`config.mk`:
```
export PLATFORM = sky130hd
export DESIGN_NAME = hc_requestor
export DESIGN_NICKNAME = d
export VERILOG_FILES = /design/src/verilog/hc_pkg.sv /design/src/verilog/hc_requestor.sv /design/src/verilog/hc_control.sv /design/src/verilog/hc_write_engine.sv /design/src/verilog/hc_read_engine.sv /design/src/verilog/hc_fifo.sv
export SDC_FILE = /design/constraint.sdc
export NUM_CORES = 2
export LEC_CHECK = 0
export BUFFER_PORTS_ARGS = -buffer_cell sky130_fd_sc_hd__clkbuf_2
export CAP_MARGIN = 5
export CORE_MARGIN = 8
export CORE_UTILIZATION = 30
export CTS_CLUSTER_SIZE = 16
export DETAILED_ROUTE_END_ITERATION = 10
export SYNTH_ARGS = -nofsm -noshare
export SYNTH_HDL_FRONTEND = slang
export SYNTH_SLANG_ARGS = --single-unit
```
`constraint.sdc`:
```
create_clock -name clk -period 15.8 [get_ports clk]
set_input_delay 1.58 -clock clk [delete_from_list [all_inputs] [get_ports clk]]
set_output_delay 1.58 -clock clk [all_outputs]
set_load 0.02 [all_outputs]
```
`src/verilog/hc_pkg.sv`:
```
// Host channel requestor definitions shared by the queues, engines and control
`default_nettype none

package hc_pkg;

  // ==================================================
  // Widths and sizes
  // ==================================================
  localparam int HC_ADDR_BITS     = 32;
  localparam int HC_LINE_BITS     = 64;
  localparam int HC_NUM_BUFFERS   = 4;
  localparam int HC_ID_BITS       = 2;
  localparam int HC_OFFSET_BITS   = 10;
  localparam int HC_REQUEST_DEPTH = 16;
  localparam int HC_COUNT_BITS    = 5;
  localparam int HC_PTR_BITS      = $clog2(HC_REQUEST_DEPTH);
  localparam int HC_FULL_MARGIN   = 4;

  localparam logic [HC_COUNT_BITS-1:0] HC_DEPTH_COUNT = HC_COUNT_BITS'(HC_REQUEST_DEPTH);
  // Full status rises once the count passes this level
  localparam logic [HC_COUNT_BITS-1:0] HC_FULL_LEVEL =
    HC_COUNT_BITS'(HC_REQUEST_DEPTH - HC_FULL_MARGIN);

  localparam logic [31:0]             HC_CONTROL_START = 32'h0000_0001;
  localparam logic [HC_LINE_BITS-1:0] HC_REPORT_DATA   = HC_LINE_BITS'(1); // Completion record

  // ==================================================
  // Encodings and request records
  // ==================================================
  typedef enum logic [1:0] {
    HC_CMD_NONE    = 2'd0,
    HC_CMD_STREAM  = 2'd1,
    HC_CMD_INDEXED = 2'd2
  } hc_cmd_t;

  typedef struct packed {
    hc_cmd_t                   cmd;
    logic [HC_ID_BITS-1:0]     id;
    logic [HC_OFFSET_BITS-1:0] offset; // Line offset, or length of a stream
  } hc_rd_request_t;

  typedef struct packed {
    hc_cmd_t                   cmd;
    logic [HC_ID_BITS-1:0]     id;
    logic [HC_OFFSET_BITS-1:0] offset;
    logic [HC_LINE_BITS-1:0]   data;
  } hc_wr_request_t;

  typedef enum logic [1:0] {RD_IDLE, RD_STREAM, RD_INDEX} hc_rd_state_t;

  typedef enum logic [1:0] {CTL_IDLE, CTL_RUN, CTL_REPORT, CTL_DONE} hc_run_state_t;

  // Host line address of a buffer base plus a line offset
  function automatic logic [HC_ADDR_BITS-1:0] hc_line_addr(
    input logic [HC_ADDR_BITS-1:0]   base,
    input logic [HC_OFFSET_BITS-1:0] offset
  );
    return base + HC_ADDR_BITS'(offset);
  endfunction

endpackage

`default_nettype wire
```
`src/verilog/hc_requestor.sv`:
```
// Host memory requestor top with request queues, read and write engines and control
`default_nettype none

module hc_requestor (
  input  logic                             clk,
  input  logic                             reset,
  input  logic [31:0]                      control,
  input  logic [hc_pkg::HC_ADDR_BITS-1:0]  status_base,
  input  logic [hc_pkg::HC_ADDR_BITS-1:0]  buffer_address [hc_pkg::HC_NUM_BUFFERS],
  input  hc_pkg::hc_cmd_t                  rd_cmd,
  input  logic [hc_pkg::HC_ID_BITS-1:0]    rd_id,
  input  logic [hc_pkg::HC_OFFSET_BITS-1:0] rd_offset,
  input  hc_pkg::hc_cmd_t                  wr_cmd,
  input  logic [hc_pkg::HC_ID_BITS-1:0]    wr_id,
  input  logic [hc_pkg::HC_OFFSET_BITS-1:0] wr_offset,
  input  logic [hc_pkg::HC_LINE_BITS-1:0]  wr_data,
  input  logic                             finish,
  input  logic                             mem_rd_almost_full,
  input  logic                             mem_wr_almost_full,
  input  logic                             mem_rsp_valid,
  input  logic [hc_pkg::HC_LINE_BITS-1:0]  mem_rsp_data,
  output logic                             started,
  output logic                             done,
  output logic                             rd_data_valid,
  output logic [hc_pkg::HC_LINE_BITS-1:0]  rd_data,
  output logic [hc_pkg::HC_COUNT_BITS-1:0] rd_queue_count,
  output logic                             rd_queue_empty,
  output logic                             rd_queue_full,
  output logic [hc_pkg::HC_COUNT_BITS-1:0] wr_queue_count,
  output logic                             wr_queue_empty,
  output logic                             wr_queue_full,
  output logic                             mem_rd_valid,
  output logic [hc_pkg::HC_ADDR_BITS-1:0]  mem_rd_addr,
  output logic                             mem_wr_valid,
  output logic [hc_pkg::HC_ADDR_BITS-1:0]  mem_wr_addr,
  output logic [hc_pkg::HC_LINE_BITS-1:0]  mem_wr_data
);

  hc_pkg::hc_rd_request_t rd_enq_data;
  hc_pkg::hc_rd_request_t rd_deq_data;
  hc_pkg::hc_wr_request_t wr_enq_data;
  hc_pkg::hc_wr_request_t wr_deq_data;

  logic [hc_pkg::HC_COUNT_BITS-1:0] rd_count;
  logic [hc_pkg::HC_COUNT_BITS-1:0] wr_count;

  logic rd_not_empty;
  logic wr_not_empty;
  logic rd_deq;
  logic wr_deq;
  logic run;
  logic report_req;
  logic report_sent;

  assign rd_enq_data = '{cmd: rd_cmd, id: rd_id, offset: rd_offset};
  assign wr_enq_data = '{cmd: wr_cmd, id: wr_id, offset: wr_offset, data: wr_data};

  // ==================================================
  // Request queues and their status
  // ==================================================
  hc_fifo #(.payload_t(hc_pkg::hc_rd_request_t)) u_rd_queue (
    .clk       (clk),
    .reset     (reset),
    .enq       (rd_cmd != hc_pkg::HC_CMD_NONE),
    .enq_data  (rd_enq_data),
    .deq       (rd_deq),
    .deq_data  (rd_deq_data),
    .not_empty (rd_not_empty),
    .count     (rd_count)
  );

  hc_fifo #(.payload_t(hc_pkg::hc_wr_request_t)) u_wr_queue (
    .clk       (clk),
    .reset     (reset),
    .enq       (wr_cmd != hc_pkg::HC_CMD_NONE),
    .enq_data  (wr_enq_data),
    .deq       (wr_deq),
    .deq_data  (wr_deq_data),
    .not_empty (wr_not_empty),
    .count     (wr_count)
  );

  always_ff @(posedge clk or posedge reset) begin
    if (reset) begin
      rd_queue_count <= '0;
      rd_queue_empty <= 1'b1;
      rd_queue_full  <= 1'b0;
      wr_queue_count <= '0;
      wr_queue_empty <= 1'b1;
      wr_queue_full  <= 1'b0;
    end else begin
      rd_queue_count <= rd_count;
      rd_queue_empty <= !rd_not_empty;
      rd_queue_full  <= (rd_count > hc_pkg::HC_FULL_LEVEL);
      wr_queue_count <= wr_count;
      wr_queue_empty <= !wr_not_empty;
      wr_queue_full  <= (wr_count > hc_pkg::HC_FULL_LEVEL);
    end
  end

  // ==================================================
  // Engines and sequencer
  // ==================================================
  hc_read_engine u_read_engine (
    .clk            (clk),
    .reset          (reset),
    .run            (run),
    .buffer_address (buffer_address),
    .request        (rd_deq_data),
    .request_ready  (rd_not_empty),
    .deq            (rd_deq),
    .almost_full    (mem_rd_almost_full),
    .mem_rd_valid   (mem_rd_valid),
    .mem_rd_addr    (mem_rd_addr),
    .rsp_valid      (mem_rsp_valid),
    .rsp_data       (mem_rsp_data),
    .data_valid     (rd_data_valid),
    .data           (rd_data)
  );

  hc_write_engine u_write_engine (
    .clk            (clk),
    .reset          (reset),
    .run            (run),
    .buffer_address (buffer_address),
    .status_base    (status_base),
    .request        (wr_deq_data),
    .request_ready  (wr_not_empty),
    .deq            (wr_deq),
    .almost_full    (mem_wr_almost_full),
    .report_req     (report_req),
    .report_sent    (report_sent),
    .mem_wr_valid   (mem_wr_valid),
    .mem_wr_addr    (mem_wr_addr),
    .mem_wr_data    (mem_wr_data)
  );

  hc_control u_control (
    .clk           (clk),
    .reset         (reset),
    .control       (control),
    .finish        (finish),
    .write_pending (wr_not_empty), // Report waits for the write queue to drain
    .report_sent   (report_sent),
    .run           (run),
    .started       (started),
    .report_req    (report_req),
    .done          (done)
  );

endmodule

`default_nettype wire

```
`src/verilog/hc_control.sv`:
```
// Run and finish sequencer that starts the engines and orders the completion write
`default_nettype none

module hc_control (
  input  logic        clk,
  input  logic        reset,
  input  logic [31:0] control,
  input  logic        finish,
  input  logic        write_pending,
  input  logic        report_sent,
  output logic        run,
  output logic        started,
  output logic        report_req,
  output logic        done
);

  hc_pkg::hc_run_state_t state;
  hc_pkg::hc_run_state_t next_state;

  always_comb begin
    next_state = state;
    case (state)
      hc_pkg::CTL_IDLE:   if (started) next_state = hc_pkg::CTL_RUN;
      hc_pkg::CTL_RUN:    if (finish && !write_pending) next_state = hc_pkg::CTL_REPORT;
      hc_pkg::CTL_REPORT: if (report_sent) next_state = hc_pkg::CTL_DONE;
      default:            next_state = hc_pkg::CTL_DONE; // Done holds until reset
    endcase
  end

  always_ff @(posedge clk or posedge reset) begin
    if (reset) begin
      state      <= hc_pkg::CTL_IDLE;
      started    <= 1'b0;
      report_req <= 1'b0;
    end else begin
      state      <= next_state;
      started    <= (control == hc_pkg::HC_CONTROL_START);
      // One pulse as the sequencer enters the report state
      report_req <= (state == hc_pkg::CTL_RUN) && (next_state == hc_pkg::CTL_REPORT);
    end
  end

  assign run  = (state == hc_pkg::CTL_RUN) || (state == hc_pkg::CTL_REPORT);
  assign done = (state == hc_pkg::CTL_DONE);

  // The write engine answers only a report that was requested
  a_report_order : assert property (@(posedge clk) disable iff (reset)
    report_sent |-> (state == hc_pkg::CTL_REPORT))
    else $error("Completion record sent outside the report state");

endmodule

`default_nettype wire

```
`src/verilog/hc_write_engine.sv`:
```
// Write engine that issues queued line writes and the completion record
`default_nettype none

module hc_write_engine (
  input  logic                            clk,
  input  logic                            reset,
  input  logic                            run,
  input  logic [hc_pkg::HC_ADDR_BITS-1:0] buffer_address [hc_pkg::HC_NUM_BUFFERS],
  input  logic [hc_pkg::HC_ADDR_BITS-1:0] status_base,
  input  hc_pkg::hc_wr_request_t          request,
  input  logic                            request_ready,
  output logic                            deq,
  input  logic                            almost_full,
  input  logic                            report_req,
  output logic                            report_sent,
  output logic                            mem_wr_valid,
  output logic [hc_pkg::HC_ADDR_BITS-1:0] mem_wr_addr,
  output logic [hc_pkg::HC_LINE_BITS-1:0] mem_wr_data
);

  logic [hc_pkg::HC_OFFSET_BITS-1:0] stream_cnt;
  logic [hc_pkg::HC_OFFSET_BITS-1:0] line_offset;
  logic                              report_pending;
  logic                              send_report;
  logic                              is_stream;

  assign is_stream   = (request.cmd == hc_pkg::HC_CMD_STREAM);
  assign line_offset = is_stream ? stream_cnt : request.offset;

  // No new line is taken once a report is waiting
  assign deq         = run && request_ready && !almost_full && !report_pending;
  assign send_report = report_pending && !almost_full;

  // ==================================================
  // Control state
  // ==================================================
  always_ff @(posedge clk or posedge reset) begin
    if (reset) begin
      stream_cnt     <= '0;
      report_pending <= 1'b0;
      report_sent    <= 1'b0;
      mem_wr_valid   <= 1'b0;
    end else begin
      if (!run) begin
        stream_cnt <= '0; // Running line counter restarts with each run
      end else if (deq && is_stream) begin
        stream_cnt <= stream_cnt + 1'b1;
      end
      if (send_report) begin
        report_pending <= 1'b0;
      end else if (report_req) begin
        report_pending <= 1'b1;
      end
      report_sent  <= send_report;
      mem_wr_valid <= deq || send_report;
    end
  end

  // ==================================================
  // Output stage
  // ==================================================
  always_ff @(posedge clk) begin
    if (send_report) begin
      mem_wr_addr <= status_base;
      mem_wr_data <= hc_pkg::HC_REPORT_DATA;
    end else if (deq) begin
      mem_wr_addr <= hc_pkg::hc_line_addr(buffer_address[request.id], line_offset);
      mem_wr_data <= request.data;
    end
  end

  a_wr_backpressure : assert property (@(posedge clk) disable iff (reset)
    mem_wr_valid |-> !$past(almost_full))
    else $error("Host write issued under back-pressure");

endmodule

`default_nettype wire

```
`src/verilog/hc_read_engine.sv`:
```
// Read engine that turns queued stream and indexed reads into host line reads
`default_nettype none

module hc_read_engine (
  input  logic                            clk,
  input  logic                            reset,
  input  logic                            run,
  input  logic [hc_pkg::HC_ADDR_BITS-1:0] buffer_address [hc_pkg::HC_NUM_BUFFERS],
  input  hc_pkg::hc_rd_request_t          request,
  input  logic                            request_ready,
  output logic                            deq,
  input  logic                            almost_full,
  output logic                            mem_rd_valid,
  output logic [hc_pkg::HC_ADDR_BITS-1:0] mem_rd_addr,
  input  logic                            rsp_valid,
  input  logic [hc_pkg::HC_LINE_BITS-1:0] rsp_data,
  output logic                            data_valid,
  output logic [hc_pkg::HC_LINE_BITS-1:0] data
);

  hc_pkg::hc_rd_state_t   state;
  hc_pkg::hc_rd_state_t   next_state;
  hc_pkg::hc_rd_request_t current;

  logic [hc_pkg::HC_OFFSET_BITS-1:0] line_cnt;
  logic [hc_pkg::HC_OFFSET_BITS-1:0] issue_offset;
  logic                              issue;

  assign deq   = run && request_ready && !almost_full && (state == hc_pkg::RD_IDLE);
  assign issue = !almost_full && (state != hc_pkg::RD_IDLE);
  assign issue_offset = (state == hc_pkg::RD_STREAM) ? line_cnt : current.offset;

  always_comb begin
    next_state = state;
    case (state)
      hc_pkg::RD_IDLE: begin
        if (deq) begin
          if (request.cmd == hc_pkg::HC_CMD_INDEXED) begin
            next_state = hc_pkg::RD_INDEX;
          end else if (request.offset != '0) begin // An empty stream is dropped
            next_state = hc_pkg::RD_STREAM;
          end
        end
      end
      hc_pkg::RD_STREAM: begin
        if (!almost_full && (line_cnt + 1'b1 == current.offset)) next_state = hc_pkg::RD_IDLE;
      end
      default: begin
        if (!almost_full) next_state = hc_pkg::RD_IDLE;
      end
    endcase
  end

  always_ff @(posedge clk or posedge reset) begin
    if (reset) begin
      state        <= hc_pkg::RD_IDLE;
      line_cnt     <= '0;
      mem_rd_valid <= 1'b0;
      data_valid   <= 1'b0;
    end else begin
      state        <= next_state;
      mem_rd_valid <= issue;
      data_valid   <= rsp_valid;
      if (state == hc_pkg::RD_IDLE) begin
        line_cnt <= '0;
      end else if (state == hc_pkg::RD_STREAM && !almost_full) begin
        line_cnt <= line_cnt + 1'b1; // Held while the host pushes back
      end
    end
  end

  always_ff @(posedge clk) begin
    if (deq) current <= request;
    if (issue) mem_rd_addr <= hc_pkg::hc_line_addr(buffer_address[current.id], issue_offset);
    if (rsp_valid) data <= rsp_data;
  end

  // A read line may only follow a cycle with the almost-full level low
  a_rd_backpressure : assert property (@(posedge clk) disable iff (reset)
    mem_rd_valid |-> !$past(almost_full))
    else $error("Host read issued under back-pressure");

endmodule

`default_nettype wire

```
`src/verilog/hc_fifo.sv`:
```
// Request queue as a circular buffer with show-ahead output and an occupancy count
`default_nettype none

module hc_fifo #(
  parameter type payload_t = logic
) (
  input  logic                             clk,
  input  logic                             reset,
  input  logic                             enq,
  input  payload_t                         enq_data,
  input  logic                             deq,
  output payload_t                         deq_data,
  output logic                             not_empty,
  output logic [hc_pkg::HC_COUNT_BITS-1:0] count
);

  payload_t mem [hc_pkg::HC_REQUEST_DEPTH];

  logic [hc_pkg::HC_PTR_BITS-1:0] wr_ptr;
  logic [hc_pkg::HC_PTR_BITS-1:0] rd_ptr;

  always_ff @(posedge clk) begin
    if (enq) begin
      mem[wr_ptr] <= enq_data;
    end
  end

  always_ff @(posedge clk or posedge reset) begin
    if (reset) begin
      wr_ptr <= '0;
      rd_ptr <= '0;
      count  <= '0;
    end else begin
      if (enq) wr_ptr <= wr_ptr + 1'b1; // Pointers wrap at the depth
      if (deq) rd_ptr <= rd_ptr + 1'b1;
      case ({enq, deq})
        2'b10:   count <= count + 1'b1;
        2'b01:   count <= count - 1'b1;
        default: count <= count;
      endcase
    end
  end

  assign deq_data  = mem[rd_ptr];
  assign not_empty = (count != '0);

  // ==================================================
  // Producer and consumer checks
  // ==================================================
  a_no_overflow : assert property (@(posedge clk) disable iff (reset)
    enq |-> (count != hc_pkg::HC_DEPTH_COUNT) || deq)
    else $error("Request posted into a full queue");

  a_no_underflow : assert property (@(posedge clk) disable iff (reset)
    deq |-> not_empty)
    else $error("Dequeue from an empty queue");

endmodule

`default_nettype wire

```
==> results.md <==
- Outcome: finished, final reports clean
- Vias per Instance: 4.94
- # IOs: 565
- Share of cells above drive strength 1: 0.343
- First-pass GRT wire length: 271000 um
- Worst Tran Pin Value: 1220 ps
- Wirelength per Cell: approximately 27 um
- Gr usage total: 0.151
- H-tree levels: 4
- PortBufs: 564
- Placer Congestion: 0.890
- Post-Syn Area: 69300 sq um
- Fmax: approximately 0.15 GHz
- Vert. Die Dim: 497 um
- DIE WIDTH: 497 um
- Leading cell type in the layout, fill and taps excluded: edfxtp_1
- Worst path cell trace: buf_12 -> buf_4 -> mux4_2 -> mux4_2 -> nand2_1 -> o21ai_0 -> ha_1 -> o21a_1 -> o21a_1 -> o31a_1 -> o41ai_2 -> inv_1 -> nand3_1 -> xnor2_1 -> mux2_2
- Final Worst Setup Slack: 9060 ps
- Final hold violation count: 0
- FILL cells: 21362
- Worst reg-to-reg path cell count: 15
- WS Path Type: flip-flop to flip-flop
- Worst endpoint data arrival time: 7300 ps
- WHS: 438 ps
- Post-CTS sizing: 0
- Yosys top cell area share: 0.698
- Number of max-slew violations in the final report: 0
- Nets: 4474
- DRC Markers: 0
- Vias in the first global route: roughly 37000
- Hpwl dp: 116000 um
- CP startpoint kind: flip-flop
- Distinct cells, synth: 74
- Routed Antenna Nets: 0
- Clock skew: 73.9 ps
- RSZ-0062 raised after global routing: false
- Relative slew slack: 0.188
- Postcts setup bufs: 0
- Post-synth top area cell: edfxtp_1
- Area grow syn2layout: 17.9%
- Period minus WS final: 6740 ps
- Die area: roughly 250000 sq um
- Most frequent cells in the layout: edfxtp_1, clkbuf_2, mux4_2
- Yosys warning total: 0
- CTS tree: yes
- GRT overflow: 0
- Sink Count: 1747
- Max-cap violation count: 0
- Share of flip-flops with an asynchronous set or reset: 0.0406
- Initial Utilization: 0.302
- Period Utilization, post-route: 0.427
- Largest net degree at the start of global routing: between 100 and 150
- CP endpoint kind: flip-flop
- FP Rows: 176
- Critical path peak fanout: 89
- Synth top area cells: edfxtp_1, mux4_2, dfrtp_1, dfxtp_1, nand2_1
- Cells after Synth: 3450
- Hold-fix buffers, CTS: 0
- CTS Buf Count: 181
- DRT Pass-1 Iters: 7
- Worst Hold Path Cells: 0
- Register bit total from synthesis: approximately 1700
- Final Util: 0.356
- Clock transition at the registers of the reported paths: 70 ps
- Post-placement worst setup slack: around 9000 ps
- Setup TNS: 0 ps
- WP data required: ~16000 ps
- Final setup fails: 0
- CTS root buf: clkbuf_16
- Avg Inst Size Synth: 20.1 sq um
- Max stage delay cell, worst path: dfrtp_4
- Hold Crit Class: flip-flop to flip-flop
- Skew-Pair Late Insertion Delay: around 860 ps
- Pwr dens: around 140 nW/um^2
- Post-Route WL: 193000 um
- Post-synth EDFFs: between 1500 and 2000
- Crit-path max cell delay: 1040 ps
- Core area: 230000 sq um
- Vias: 35896
- Leakage dissipation: 26.6 nW
- Initial DRC count: 2956
- Top_reg_cell synth: edfxtp_1
- Max rail drop VDD: around 0.095 mV
- Syn Nets: a little under 4000
- Initial antenna violation count: 55
- Register area share after synthesis: 0.742
- Clock Path Buffers: 3
==> registers in the layout, summed over array words and instances (netlist names), 2 cells and up <==
name,count
u_rd_queue.rd_ptr,4
u_control.state,2
u_wr_queue.count,5
u_rd_queue.count,5
u_read_engine.data,64
wr_queue_count,5
u_write_engine.stream_cnt,10
u_wr_queue.wr_ptr,4
u_read_engine.mem_rd_addr,32
u_rd_queue.mem,224
u_read_engine.current,12
u_write_engine.mem_wr_data,64
u_rd_queue.wr_ptr,4
u_wr_queue.mem,1248
rd_queue_count,5
u_wr_queue.rd_ptr,4
u_read_engine.state,2
u_read_engine.line_cnt,10
u_write_engine.mem_wr_addr,32
==> power breakdown <==
group | total [mW] | switching (mW) | internal, mW
clock network | 4.23 | 1.84 | 2.39
registers | 5.85 | 0.144 | 5.70
logic | 1.26 | 0.884 | 0.375
total | 11.3 | 2.87 | 8.46
==> through the flow <==
step / power (mW) / cells / instance area [sq um]
2_1_floorplan: 6.59 / 3450 / 69300
3_3_place_gp: 7.19 / 6915 / 75800
3_5_place_dp: 7.24 / 6915 / 75800
4_1_cts: 11.5 / 7254 / 81700
5_1_grt: 11.7 / 7258 / 81800
6_report: 11.3 / 7269 / 81800
==> per-layer routing <==
| metal | routed length (um) | up-vias | global-route usage |
|---|---|---|---|
| li1 | - | 15375 | - |
| met1 | 79700 | 18958 | 0.196 |
| met2 | 95400 | 1239 | 0.258 |
| met3 | 13100 | 290 | 0.0316 |
| met4 | 4610 | 34 | 0.0406 |
| met5 | 218 | - | 0 |
==> kinds of logic (layout without fill, tap and decap cells) <==
group           Yosys count  count (layout)  share of synthesized area
flops                  1747            1747                      0.742
mux                     550             550                      0.165
simple gates            510             510                     0.0345
compound gates          279             279                     0.0253
buf+inv                 231            1009                     0.0136
xor+xnor                 85              85                     0.0107
fa+ha+maj                48              48                    0.00909
other cells               0              15                          0
==> synthesized netlist by cell type (all sizes together), types with 11 or more instances <==
cell type and instances:
a21oi 28, a31oi 32, dfrtp 69, xor2 29
clkbuf 102, nor4 13, nor3 16, edfxtp 1612
nand2b 15, nand4 18, and2 41, o21ai 121
nor2 89, nand2 236, xnor2 56, dfxtp 64
mux4 468, ha 44, a211oi 17, mux2i 44
o31ai 12, inv 54, nand3 26, a21o 11
buf 75, mux2 38
==> layout make-up <==
type | instances | area (sq um) | share of cell area
repair buffers | 616 | 3240 | 0.0396
clock inverters | 94 | 1060 | 0.0130
clock buffers | 245 | 4870 | 0.0595
flip-flops and latches | 1747 | 51500 | 0.630
inverters | 54 | 205 | 0.00251
multi-input cells | 1472 | 17100 | 0.209
well taps | 3026 | 3790 | 0.0463
diodes | 15 | 37.5 | 0.000459
==> critical path, delay by kind of cell (launching register included) <==
family	cells	cell delay, ps
buf+inv	3	1610
xor+xnor	1	80
flops	1	1040
mux	3	1460
simple gates	2	260
fa+ha+maj	1	370
compound gates	5	1520
==> final timing paths <==
| path | startpoint | end | slack (ps) |
|---|---|---|---|
| setup / recovery | u_wr_queue.rd_ptr[0] | u_write_engine.mem_wr_addr[15] | 9060 |
| hold / removal | u_rd_queue.count[1] | rd_queue_count[1] | 440 |
| setup reg to reg | u_wr_queue.rd_ptr[0] | u_write_engine.mem_wr_addr[15] | 9060 |
| hold reg to reg | u_rd_queue.count[1] | rd_queue_count[1] | 440 |
| max in group asynchronous | reset | u_wr_queue.rd_ptr[0] | 13760 |
| min in group asynchronous | reset | wr_queue_count[3] | 770 |
Power figures use the tool's default switching activity.
